$ cat src/soc_reset_pkg.sv
// Shared definitions for the board reset and status logic.
// Holds the GPIO and counter widths, the software reset command
// encoding and the grouped request, reset and pad status signals.

package soc_reset_pkg;

	// Number of GPIO outputs on the board header
	localparam int unsigned GPIO_COUNT = 8;

	// Width of the activity dimming counter
	// One bit lights the LED on every other clock at most
	localparam int unsigned ACT_DIM_BITSZ = 1;

	// Default width of the system and RAM reset counters
	// 2^20 cycles at 200 MHz is a little over 5 ms
	localparam int unsigned RST_CNTR_BITSZ_DEF = 20;

	// Software reset command, encoded as {rst1, rst0} from the device table
	typedef enum logic [1:0] {
		SWRST_NONE   = 2'b00,
		SWRST_PWROFF = 2'b01,
		SWRST_WARM   = 2'b10,
		SWRST_COLD   = 2'b11
	} sw_rst_e;

	// Reset requests coming from the processor side
	typedef struct packed {
		// Processor cluster asks for a system reset
		logic pu_rst_req;
		// Device table reset bits
		logic sw_rst0;
		logic sw_rst1;
		// Device table asks for a RAM cache flush
		logic cache_rst_req;
	} rst_req_t;

	// Derived resets, all active high
	typedef struct packed {
		logic sys_rst;
		logic pu_rst;
		// Only the board button and clock loss reset the UART
		logic uart_rst;
		// SD card power control, low powers the card
		logic sd_reset;
		logic cache_rst;
	} board_rst_t;

	// Pad level signals watched by the activity LED
	typedef struct packed {
		logic sd_di;
		logic sd_do;
		logic dram_init_error;
	} pad_status_t;

endpackage
$ cat src/board_ctrl_top.sv
// Board reset and status top level.
// Runs the system reset sequencer and the RAM reset timer side by side
// and feeds both into the board status controller.

module board_ctrl_top #(
	parameter int unsigned RST_CNTR_BITSZ = soc_reset_pkg::RST_CNTR_BITSZ_DEF
) (
	 input  logic                                 clk200mhz_w
	,input  logic                                 rst_p
	,input  soc_reset_pkg::rst_req_t              rst_req_i
	,input  logic                                 pll_locked_i
	,input  logic                                 dram_pll_locked_i
	,input  soc_reset_pkg::pad_status_t           pads_i
	,input  logic [soc_reset_pkg::GPIO_COUNT-1:0] gpio_i
	,output soc_reset_pkg::board_rst_t            rst_o
	,output logic                                 ram_rst_o
	,output logic [soc_reset_pkg::GPIO_COUNT-1:0] gp_o
);

	logic cntr_busy;
	logic pwroff;
	logic ram_rst;

	// Restartable system reset counter and power-off latch
	sys_reset_seq #(
		.RST_CNTR_BITSZ (RST_CNTR_BITSZ)
	) u_sys_reset_seq (
		 .clk200mhz_w (clk200mhz_w)
		,.rst_p       (rst_p)
		,.rst_req_i   (rst_req_i)
		,.cntr_busy_o (cntr_busy)
		,.pwroff_o    (pwroff)
	);

	// One-shot RAM reset after a global reset
	ram_reset_timer #(
		.RST_CNTR_BITSZ (RST_CNTR_BITSZ)
	) u_ram_reset_timer (
		 .clk200mhz_w  (clk200mhz_w)
		,.rst_p        (rst_p)
		,.pll_locked_i (pll_locked_i)
		,.ram_rst_o    (ram_rst)
	);

	// Reset fan-out and activity LED
	board_status_ctrl u_board_status_ctrl (
		 .clk200mhz_w       (clk200mhz_w)
		,.rst_p             (rst_p)
		,.cntr_busy_i       (cntr_busy)
		,.pwroff_i          (pwroff)
		,.ram_rst_i         (ram_rst)
		,.cache_rst_req_i   (rst_req_i.cache_rst_req)
		,.pll_locked_i      (pll_locked_i)
		,.dram_pll_locked_i (dram_pll_locked_i)
		,.pads_i            (pads_i)
		,.gpio_i            (gpio_i)
		,.rst_o             (rst_o)
		,.ram_rst_o         (ram_rst_o)
		,.gp_o              (gp_o)
	);

endmodule

$ cat src/board_status_ctrl.sv
// Board status controller.
// Combines the system counter, the power-off latch, the RAM timer and
// the lock flags into the reset fan-out, and drives a dimmed activity
// pulse onto GPIO bit 0.

module board_status_ctrl (
	 input  logic                                      clk200mhz_w
	,input  logic                                      rst_p
	,input  logic                                      cntr_busy_i
	,input  logic                                      pwroff_i
	,input  logic                                      ram_rst_i
	,input  logic                                      cache_rst_req_i
	,input  logic                                      pll_locked_i
	,input  logic                                      dram_pll_locked_i
	,input  soc_reset_pkg::pad_status_t                pads_i
	,input  logic [soc_reset_pkg::GPIO_COUNT-1:0]      gpio_i
	,output soc_reset_pkg::board_rst_t                 rst_o
	,output logic                                      ram_rst_o
	,output logic [soc_reset_pkg::GPIO_COUNT-1:0]      gp_o
);

	import soc_reset_pkg::*;

	logic                     sys_rst;
	logic                     act_evt;
	logic                     act_q;
	logic [ACT_DIM_BITSZ-1:0] act_cntr_q;

	// System reset holds while counting, after power-off or without clocks
	assign sys_rst = cntr_busy_i || pwroff_i || !pll_locked_i;

	// Reset fan-out
	always_comb begin
		rst_o.sys_rst  = sys_rst;
		// Processors also wait for the DRAM clock
		rst_o.pu_rst   = sys_rst || !dram_pll_locked_i;
		// Buffered UART data survives software resets
		rst_o.uart_rst = rst_p || !pll_locked_i;
		rst_o.sd_reset = sys_rst;
		rst_o.cache_rst = ram_rst_i || cache_rst_req_i;
	end

	assign ram_rst_o = ram_rst_i;

	// Activity event
	// SD lines not both idle high, or DRAM init failed
	assign act_evt = !(pads_i.sd_di && pads_i.sd_do) || pads_i.dram_init_error;

	// Dimmed activity pulse
	// After each pulse the counter blanks the LED for its full range
	always_ff @(posedge clk200mhz_w) begin
		if (rst_p) begin
			act_q      <= 1'b0;
			act_cntr_q <= '0;
		end else if (act_cntr_q != '0) begin
			act_q      <= 1'b0;
			act_cntr_q <= act_cntr_q - 1'b1;
		end else if (act_evt) begin
			act_q      <= 1'b1;
			act_cntr_q <= '1;
		end
	end

	// Activity shares bit 0 with the GPIO block
	assign gp_o = gpio_i | {{(GPIO_COUNT-1){1'b0}}, act_q};

	// With a one-bit dimmer the LED is never lit on two edges in a row
	act_dim_a: assert property (
		@(posedge clk200mhz_w)
		act_q |=> !act_q
	) else $error("activity pulse high on consecutive edges");

endmodule

$ cat src/ram_reset_timer.sv
// One-shot RAM reset timer.
// Keeps the RAM controller and its cache in reset for a fixed number
// of locked clock cycles after a global reset only, since the cache
// contents are preloaded only then.

module ram_reset_timer #(
	parameter int unsigned RST_CNTR_BITSZ = soc_reset_pkg::RST_CNTR_BITSZ_DEF
) (
	 input  logic clk200mhz_w
	,input  logic rst_p
	,input  logic pll_locked_i
	,output logic ram_rst_o
);

	logic [RST_CNTR_BITSZ-1:0] ram_cntr_q;

	// Count only while the clock generator is locked
	// Software resets never reach this counter
	always_ff @(posedge clk200mhz_w) begin
		if (rst_p) begin
			ram_cntr_q <= '1;
		end else if (pll_locked_i && (ram_cntr_q != '0)) begin
			ram_cntr_q <= ram_cntr_q - 1'b1;
		end
	end

	assign ram_rst_o = (ram_cntr_q != '0);

	// Outside the board reset the counter only moves down or holds
	ram_cntr_mono_a: assert property (
		@(posedge clk200mhz_w)
		!rst_p |=> (ram_cntr_q <= $past(ram_cntr_q))
	) else $error("RAM reset counter went up without a board reset");

endmodule

$ cat src/sys_reset_seq.sv
// System reset sequencer.
// Runs a long reset counter restarted by the board button, the
// processor cluster or a software warm reset, decodes the device
// table reset bits and holds the software power-off latch.

module sys_reset_seq #(
	parameter int unsigned RST_CNTR_BITSZ = soc_reset_pkg::RST_CNTR_BITSZ_DEF
) (
	 input  logic                    clk200mhz_w
	,input  logic                    rst_p
	,input  soc_reset_pkg::rst_req_t rst_req_i
	,output logic                    cntr_busy_o
	,output logic                    pwroff_o
);

	import soc_reset_pkg::*;

	sw_rst_e                     sw_cmd;
	logic                        restart;
	logic [RST_CNTR_BITSZ-1:0]   rst_cntr_q;
	logic                        pwroff_q;

	// Decode the two device table bits into a command
	// The cold reset code is recognised but acts like no command here
	assign sw_cmd = sw_rst_e'({rst_req_i.sw_rst1, rst_req_i.sw_rst0});

	// Any of these restarts the full reset period
	assign restart = rst_p
		|| rst_req_i.pu_rst_req
		|| (sw_cmd == SWRST_WARM);

	// Reload on restart, otherwise count down and park at zero
	always_ff @(posedge clk200mhz_w) begin
		if (restart) begin
			rst_cntr_q <= '1;
		end else if (rst_cntr_q != '0) begin
			rst_cntr_q <= rst_cntr_q - 1'b1;
		end
	end

	// System stays in reset while the counter runs
	assign cntr_busy_o = (rst_cntr_q != '0);

	// Power-off latch
	// A power-off request beats the board button on the same edge
	always_ff @(posedge clk200mhz_w) begin
		if (sw_cmd == SWRST_PWROFF) begin
			pwroff_q <= 1'b1;
		end else if (rst_p) begin
			pwroff_q <= 1'b0;
		end
	end

	assign pwroff_o = pwroff_q;

	// Latch can only be set by a power-off command seen one edge earlier
	pwroff_rise_a: assert property (
		@(posedge clk200mhz_w)
		$rose(pwroff_o) |-> $past(sw_cmd == SWRST_PWROFF)
	) else $error("power-off latch set without a power-off command");

endmodule

$ cat config.mk
export PLATFORM = sky130hd
export DESIGN_NAME = board_ctrl_top
export DESIGN_NICKNAME = d
export VERILOG_FILES = /design/src/soc_reset_pkg.sv /design/src/board_ctrl_top.sv /design/src/board_status_ctrl.sv /design/src/ram_reset_timer.sv /design/src/sys_reset_seq.sv
export SDC_FILE = /design/constraint.sdc
export NUM_CORES = 1
export LEC_CHECK = 0
export BUFFER_PORTS_ARGS = -buffer_cell sky130_fd_sc_hd__buf_2
export CAP_MARGIN = 20
export CORE_AREA = 2 2 55 83
export DETAILED_ROUTE_END_ITERATION = 10
export DIE_AREA = 0 0 57 85
export PLACE_DENSITY = 0.83
export SLEW_MARGIN = 40
export SYNTH_ARGS = -nofsm -noshare
export SYNTH_HDL_FRONTEND = slang
export SYNTH_HIERARCHICAL = 1
export SYNTH_SLANG_ARGS = --single-unit
export TNS_END_PERCENT = 50
$ cat constraint.sdc
create_clock -name clk200mhz_w -period 4.7 [get_ports clk200mhz_w]
set_input_delay 0.705 -clock clk200mhz_w [delete_from_list [all_inputs] [get_ports clk200mhz_w]]
set_output_delay 0.705 -clock clk200mhz_w [all_outputs]
set_load 0.05 [all_outputs]
==> qor.yml, run 1 <==
status:
  status: "completed"
yosys:
  synth_top_family_by_area: "simple AND/OR/NAND/NOR gates"
  synthCells: 296
  synth-xor-area-share_pct: 0
  netlist.area_leader.share_pct: 34.69
  synth_cell_type_count: 53
  synth.top_cells.by_area: "dfxtp_1 35%, nor2_1 3.6%, buf_4 3.3%"
  yosysTopAreaCell: "dfxtp_1"
  yosys.area_share.simple_pct: 33.94
  synth_fa_ha_area_share_pct: 2.017
  synth.most_common_cell: "dfxtp_1"
  yosysWarnings: 6
  synth_compound_area_share_pct: 19.42
  yosys-top-cells-count: "43 x dfxtp_1, 24 x nor2_1, 17 x inv_1"
  async_flop_share_pct: 0
  seq_area_frac_synth_pct: 34.69
  synthesis.area_sq_um: 2481
  syn_area_per_cell_sq_um: 8.382
  synth.mux.area_fraction_pct: 1.614
  synth_flop_cell: "dfxtp_1"
  synth_seq_cells: 43
  syn_nets: 319
  synth_edf_count: 0
cts:
  htreeDepth: 2
  path_clk_slew_ps: 80
  clock_latency_ps: 290
  post_cts_buffers: 0
  clockBufferDepth: 2
  cts_sinks: 43
  cts_hold_buf: 0
  ctsResizeCount: 0
  cts_tree: "built"
  root_buffer: "clkbuf_8"
  cts_made_buffers: 5
setup_path:
  worstSetupEndpointType: "primary output"
  r2r_slack_ps: 2460
  cp_slowest_cell: "or4_1"
  critPathArrivalTime_ps: 2460
  crit_path_cell_trace: "or4_1, nor4b_2, buf_4, nand2_1, or2_2, buf_2"
  max_stage_delay_ps: 680
  path_class: "reg -> out"
  worstRegToRegCells: 4
  crit_path_max_fanout: 15
  required_ps: 3990
  rr_startpoint: "u_ram_reset_timer/ram_cntr_q[11]"
  rr_endpoint: "u_ram_reset_timer/ram_cntr_q[16]"
  startpoint_type: "register"
timing:
  slew_violations: 0
  worst_slack_ps: 1534
  skew_ps: 3.479
  fin_crit_sh_pct: 67.36
  hold_viol: 0
  max_slew_margin_pct: 48.98
  setup_tns_ps: 0
  tightest_slew_ps: 755.4
  rsz0062_at_grt: "no"
  report.final.setup_viol: 0
  min_period_ps: 3166
  fmax_mhz: 315.9
floorplanning:
  die_h_um: 85
  core_area_sq_um: 4136
  ioPinCount: 33
  initial_core_util_pct: 59.98
  die_area_sq_um: 4845
  die_w_um: 57
  rows: 29
drt:
  first_iter_violations: 100
  wl_per_cell_um: 15.44
  via_count: 2265
  viasPerCell: 6.565
  ant_nets: 0
  drc: 0
  dr.pass1.iters: 4
  wirelength_um: 5327
global_routing:
  grt_overflow: 0
  antenna_found_initial: 0
  grt_max_degree: 24
  grt_pass1_vias: 2140
  grt_use_total_pct: 23.08
  grt_pass1_wl_um: 9204
job:
  cap_violations: 0
cells_and_area:
  multiInputGateArea_sq_um: 1428
  antenna_cells: 0
  seqCellArea_sq_um: 860.8
  fin_nets: 322
  drive_gt1_share_pct: 15.38
  fillers: 368
  area_delta_synth_final_pct: 4.892
min_path:
  hp-class: "reg -> reg"
  hold_depth: 1
  hold_end: "u_board_status_ctrl/act_q"
  min_from: "u_board_status_ctrl/act_cntr_q"
power_and_ir_drop:
  power.density_nw_per_um2: 254.9
  ir_worst_vdd_mv: 0.2178
  p_leak_nw: 0.9253
placed_design:
  port_buffers: 18
  pre_cts_ws_ps: 1900
  hpwlAfterDp_um: 3770
  gp_congestion: 0.8333
[registers in the layout, indices dropped and copies added, names as in the netlist]
name	count
u_ram_reset_timer/ram_cntr_q	20
u_board_status_ctrl/act_cntr_q	1
u_board_status_ctrl/act_q	1
u_sys_reset_seq/pwroff_o	1
u_sys_reset_seq/rst_cntr_q	20
[metal layers]
metal	wire (um)	vias to the layer above	global-route usage, %
li1	-	1142	-
met1	2189	1076	24.64
met2	2933	38	43.57
met3	125	9	3.659
met4	78	0	9.514
met5	0	-	0
[layout make-up]
cell class / instances / area share [%]
clock buffer: 6 / 3.173
clock inverter: 1 / 0.1923
inverter: 17 / 2.452
multi-input combinational: 212 / 54.86
sequential: 43 / 33.08
tap: 46 / 2.212
timing repair buffer: 20 / 4.038
[power by group]
group          internal (mW)  switching [mW]
logic                 0.0174          0.0313
registers              0.371         0.00724
clock network          0.115           0.121
total                  0.504           0.159
[per-stage QoR]
step / instance area [sq um] / utilization (%) / cells / hold WS [ps] / power [mW]
global route: 2603 / 62.92 / 345 / 453.9 / 0.6918
detailed placement: 2501 / 60.47 / 338 / 409.0 / 0.4357
CTS: 2589 / 62.58 / 345 / 423.1 / 0.6692
global placement: 2501 / 60.47 / 338 / 404.3 / 0.4341
floorplan: 2481 / - / 296 / 395.8 / 0.4359
finish: 2603 / 62.92 / 345 / 422.6 / 0.6633
[cell usage in the layout, fill, tap and decap left out, types with 2 or more instances in the layout]
cell and n:
dfxtp_1 43, nor2_1 24, buf_2 18, inv_1 17, o21ai_0 15, nand3_1 14, nor3_1 14, or4_1 11
nor4_1 10, nand2_1 9, or3_1 9, a31oi_1 7, a21oi_1 7, clkbuf_8 6, a311oi_1 6, and3_1 6
and4_1 6, o31ai_1 6, o41ai_1 5, or2_2 4, nand2b_1 4, or3b_2 4, mux2i_1 4, ha_1 4
and2_1 3, a211o_1 3, a41oi_1 3, o2111ai_1 3, nor2b_1 2, or4_4 2, nor3b_1 2, nand3b_1 2
a211oi_1 2, nand4b_1 2, buf_4 2, o211ai_1 2
[worst max-delay path by stage]
stage / from / slack, ps / endpoint / cells after the start
floorplan: u_ram_reset_timer/ram_cntr_q[10] / 1900 / rst_o[0] / 6
global placement: u_ram_reset_timer/ram_cntr_q[11] / 1980 / rst_o[0] / 6
detailed placement: u_ram_reset_timer/ram_cntr_q[11] / 1900 / rst_o[0] / 6
CTS: u_ram_reset_timer/ram_cntr_q[11] / 1570 / rst_o[0] / 6
global route: u_sys_reset_seq/rst_cntr_q[0] / 1350 / rst_o[3] / 8
finish: u_ram_reset_timer/ram_cntr_q[11] / 1530 / rst_o[0] / 6
[kinds of logic (layout without fill, tap and decap cells)]
family                     count (synthesis)  in the layout
AOI/OAI and AO/OA                         66             66
muxes                                      4              4
adders and majority gates                  4              4
buffers and inverters                     41             44
and+or+nand+nor                          138            138
DFF                                       43             43
[worst max-delay path: cells and delay by family, from the launching register on]
| kind | cells | cell delay, ps |
|---|---|---|
| buffers and inverters | 2 | 460 |
| flip-flops | 1 | 350 |
| AND/OR/NAND/NOR | 4 | 1370 |
Power figures use the tool's default switching activity.
==> run 2, diff against run 1 <==
--- a/config.mk
+++ b/config.mk
@@ -5,12 +5,13 @@
 export SDC_FILE = /design/constraint.sdc
 export NUM_CORES = 1
 export LEC_CHECK = 0
+export ABC_AREA = 1
 export BUFFER_PORTS_ARGS = -buffer_cell sky130_fd_sc_hd__buf_2
 export CAP_MARGIN = 20
-export CORE_AREA = 2 2 55 83
+export CORE_AREA = 2 2 58 88
 export DETAILED_ROUTE_END_ITERATION = 10
-export DIE_AREA = 0 0 57 85
-export PLACE_DENSITY = 0.83
+export DIE_AREA = 0 0 60 90
+export PLACE_DENSITY = 0.78
 export SLEW_MARGIN = 40
 export SYNTH_ARGS = -nofsm -noshare
 export SYNTH_HDL_FRONTEND = slang
==> constraint.sdc (replaced) <==
create_clock -name clk200mhz_w -period 3.15 [get_ports clk200mhz_w]
set_input_delay 0.4725 -clock clk200mhz_w [delete_from_list [all_inputs] [get_ports clk200mhz_w]]
set_output_delay 0.4725 -clock clk200mhz_w [all_outputs]
set_load 0.05 [all_outputs]
==> run 2 against run 1 <==
- sequential power up 55%
- final cell count up 36%
- first-iteration DRC count is 24% higher
- hold slack worse by 42 ps
- sequential share of layout area down 1.6 points
- worst setup slack worse by 760 ps
- flip-flop and latch count is the same
- clock skew is 2.1 ps higher
- combinational power rose by 91%
- final area increased by 5.0%
- register-to-register slack got worse by 1100 ps
- highest routed layer unchanged
==> qor.yml, run 2 <==
status:
  status: "completed"
floorplanning:
  core_area_sq_um: 4693  # +13%
  ioPinCount: 33  # unchanged
  die_w_um: 60  # +5.3%
  rows: 31  # +6.9%
  initial_core_util_pct: 55.88  # -4.1 points
  die_area_sq_um: 5400  # +11%
  die_h_um: 90  # +5.9%
yosys:
  synth_flop_cell: "dfxtp_1"
  netlist.area_leader.share_pct: 32.82  # -1.9 points
  yosysTopAreaCell: "dfxtp_1"
  synth_edf_count: 0  # unchanged
  synth.most_common_cell: "nand2_1"
  synth.top_cells.by_area: "dfxtp_1 33%, nand2_1 15%, nor2_1 8.0%"
  synthesis.area_sq_um: 2623  # +5.7%
  syn_area_per_cell_sq_um: 6.656  # -21%
  yosys-top-cells-count: "104 x nand2_1, 56 x nor2_1, 43 x dfxtp_1"
  synth_seq_cells: 43  # unchanged
  async_flop_share_pct: 0  # unchanged
  yosysWarnings: 6  # unchanged
  synthCells: 394  # +33%
  synth_cell_type_count: 31  # -42%
  seq_area_frac_synth_pct: 32.82  # -1.9 points
  syn_nets: 417  # +31%
global_routing:
  grt_use_total_pct: 21.17  # -1.9 points
  grt_pass1_vias: 2274  # +6.3%
  grt_max_degree: 24  # unchanged
  antenna_found_initial: 0  # unchanged
  grt_overflow: 0  # unchanged
  grt_pass1_wl_um: 9066  # -1.5%
min_path:
  hold_depth: 2  # +1
  hold_end: "u_sys_reset_seq/pwroff_o"
  hp-class: "in -> reg"
  min_from: "rst_req_i[1]"
setup_path:
  r2r_slack_ps: 1380  # -1080 ps
  critPathArrivalTime_ps: 1900  # -560 ps
  startpoint_type: "register"
  worstRegToRegCells: 9  # +5
  path_class: "reg -> out"
  worstSetupEndpointType: "primary output"
  rr_startpoint: "u_ram_reset_timer/ram_cntr_q[0]"
  rr_endpoint: "u_ram_reset_timer/ram_cntr_q[16]"
  required_ps: 2680  # -1310 ps
  crit_path_max_fanout: 23  # +8
placed_design:
  hpwlAfterDp_um: 4028  # +6.9%
  port_buffers: 18  # unchanged
  gp_congestion: 0.8708  # +4.5%
cells_and_area:
  layout_common_cells: "104 x nand2_1, 56 x nor2_1, 43 x dfxtp_1, 40 x nand3_1, 39 x inv_1"
  mostFrequentLayoutCell: "nand2_1"
  drive_gt1_share_pct: 13.18  # -2.2 points
  antenna_cells: 0  # unchanged
  largestRegisters: "u_ram_reset_timer/ram_cntr_q (20), u_sys_reset_seq/rst_cntr_q (20)"
  area_delta_synth_final_pct: 4.198
  fillers: 449  # +22%
  fin_nets: 424  # +32%
  fin_util_pct: 58.22  # -4.7 points
timing:
  fmax_mhz: 420.9
  hold_viol: 0  # unchanged
  report.final.setup_viol: 0  # unchanged
  setup_tns_ps: 0  # unchanged
  rsz0062_at_grt: "no"
  tightest_slew_ps: 667.7  # -87.67 ps
  min_period_ps: 2376
  fin_crit_sh_pct: 75.43
  max_slew_margin_pct: 55.44  # +6.5 points
  slew_violations: 0  # unchanged
  skew_ps: 5.628  # +2.149 ps
cts:
  htreeDepth: 2  # unchanged
  post_cts_buffers: 0  # unchanged
  cts_hold_buf: 0  # unchanged
  clock_latency_ps: 290  # about the same
  clockBufferDepth: 2  # unchanged
  cts_sinks: 43  # unchanged
  root_buffer: "clkbuf_8"
  ctsResizeCount: 0  # unchanged
  path_clk_slew_ps: 80  # about the same
  cts_tree: "built"
  cts_made_buffers: 5  # unchanged
drt:
  wirelength_um: 5376  # +0.92%
  viasPerCell: 5.126  # -22%
  drc: 0  # unchanged
  dr.pass1.iters: 4  # unchanged
  wl_per_cell_um: 11.49  # -26%
  ant_nets: 0  # unchanged
  via_count: 2399  # +5.9%
  first_iter_violations: 124  # +24%
power_and_ir_drop:
  p_leak_nw: 1.206  # +30%
  ir_worst_vdd_mv: 0.3045  # +40%
  power.density_nw_per_um2: 374.0  # +47%
job:
  cap_violations: 0  # unchanged
-- run 2: metrics by stage --
stage | cell area (sq um) | setup slack (ps) | hold slack [ps] | power, mW | std cells
floorplan | 2623 | 1096 | 418.3 | 0.6928 | 394
global placement | 2649 | 1144 | 430.7 | 0.6877 | 460
detailed placement | 2649 | 1090 | 435.3 | 0.6922 | 460
CTS | 2733 | 757.1 | 368.9 | 1.036 | 468
global route | 2733 | 648.5 | 384.6 | 1.068 | 468
finish | 2733 | 774.0 | 380.5 | 1.022 | 468
-- run 2: power breakdown --
part / total [mW] / internal, mW / switching [mW]
sequential: 0.586 / 0.564 / 0.0211
combinational: 0.0931 / 0.0339 / 0.0592
clock: 0.343 / 0.152 / 0.191
-- run 2: cells by family (layout without fill, tap and decap cells) --
logic type,count (synthesis),after routing,synth area share (%)
flops,43,43,32.82
buf+inv,59,67,11.55
fa+ha+maj,4,4,1.908
simple gates,248,248,43.94
xor+xnor,10,10,3.340
compound gates,30,30,6.441
-- run 2: how the worst max path moves through the flow --
stage,start,endpoint
final,u_sys_reset_seq/rst_cntr_q[0],rst_o[1]
after global routing,u_sys_reset_seq/rst_cntr_q[0],rst_o[1]
after CTS,u_sys_reset_seq/rst_cntr_q[0],rst_o[1]
after detailed placement,u_sys_reset_seq/rst_cntr_q[0],rst_o[1]
after global placement,u_sys_reset_seq/rst_cntr_q[0],rst_o[1]
after floorplan,u_sys_reset_seq/rst_cntr_q[0],rst_o[3]
-- run 2: critical path, cell delays in order (launching register included) --
cell and delay, ps:
dfxtp_1 310, inv_1 150, ha_1 180, nand3_1 80, nor2_2 160, nand3b_4 260, inv_1 150, nand3_1 90
buf_2 220
-- run 2: per-layer routing --
layer	global-route usage, %	wire [um]	vias up
met2	40.67	3037	18
met1	20.32	2123	1109
li1	-	-	1261
met5	0	0	-
met3	3.741	86	11
met4	9.074	129	0
-- run 2: layout make-up --
type | count | area (sq um) | share of cell area, %
Clock buffer | 5 | 68.82 | 2.518
Clock inverter | 3 | 15.01 | 0.5495
Inverter | 41 | 156.4 | 5.723
Multi-Input combinational cell | 292 | 1459 | 53.39
Sequential cell | 43 | 860.8 | 31.50
Tap cell | 66 | 82.58 | 3.022
Timing Repair Buffer | 18 | 90.09 | 3.297
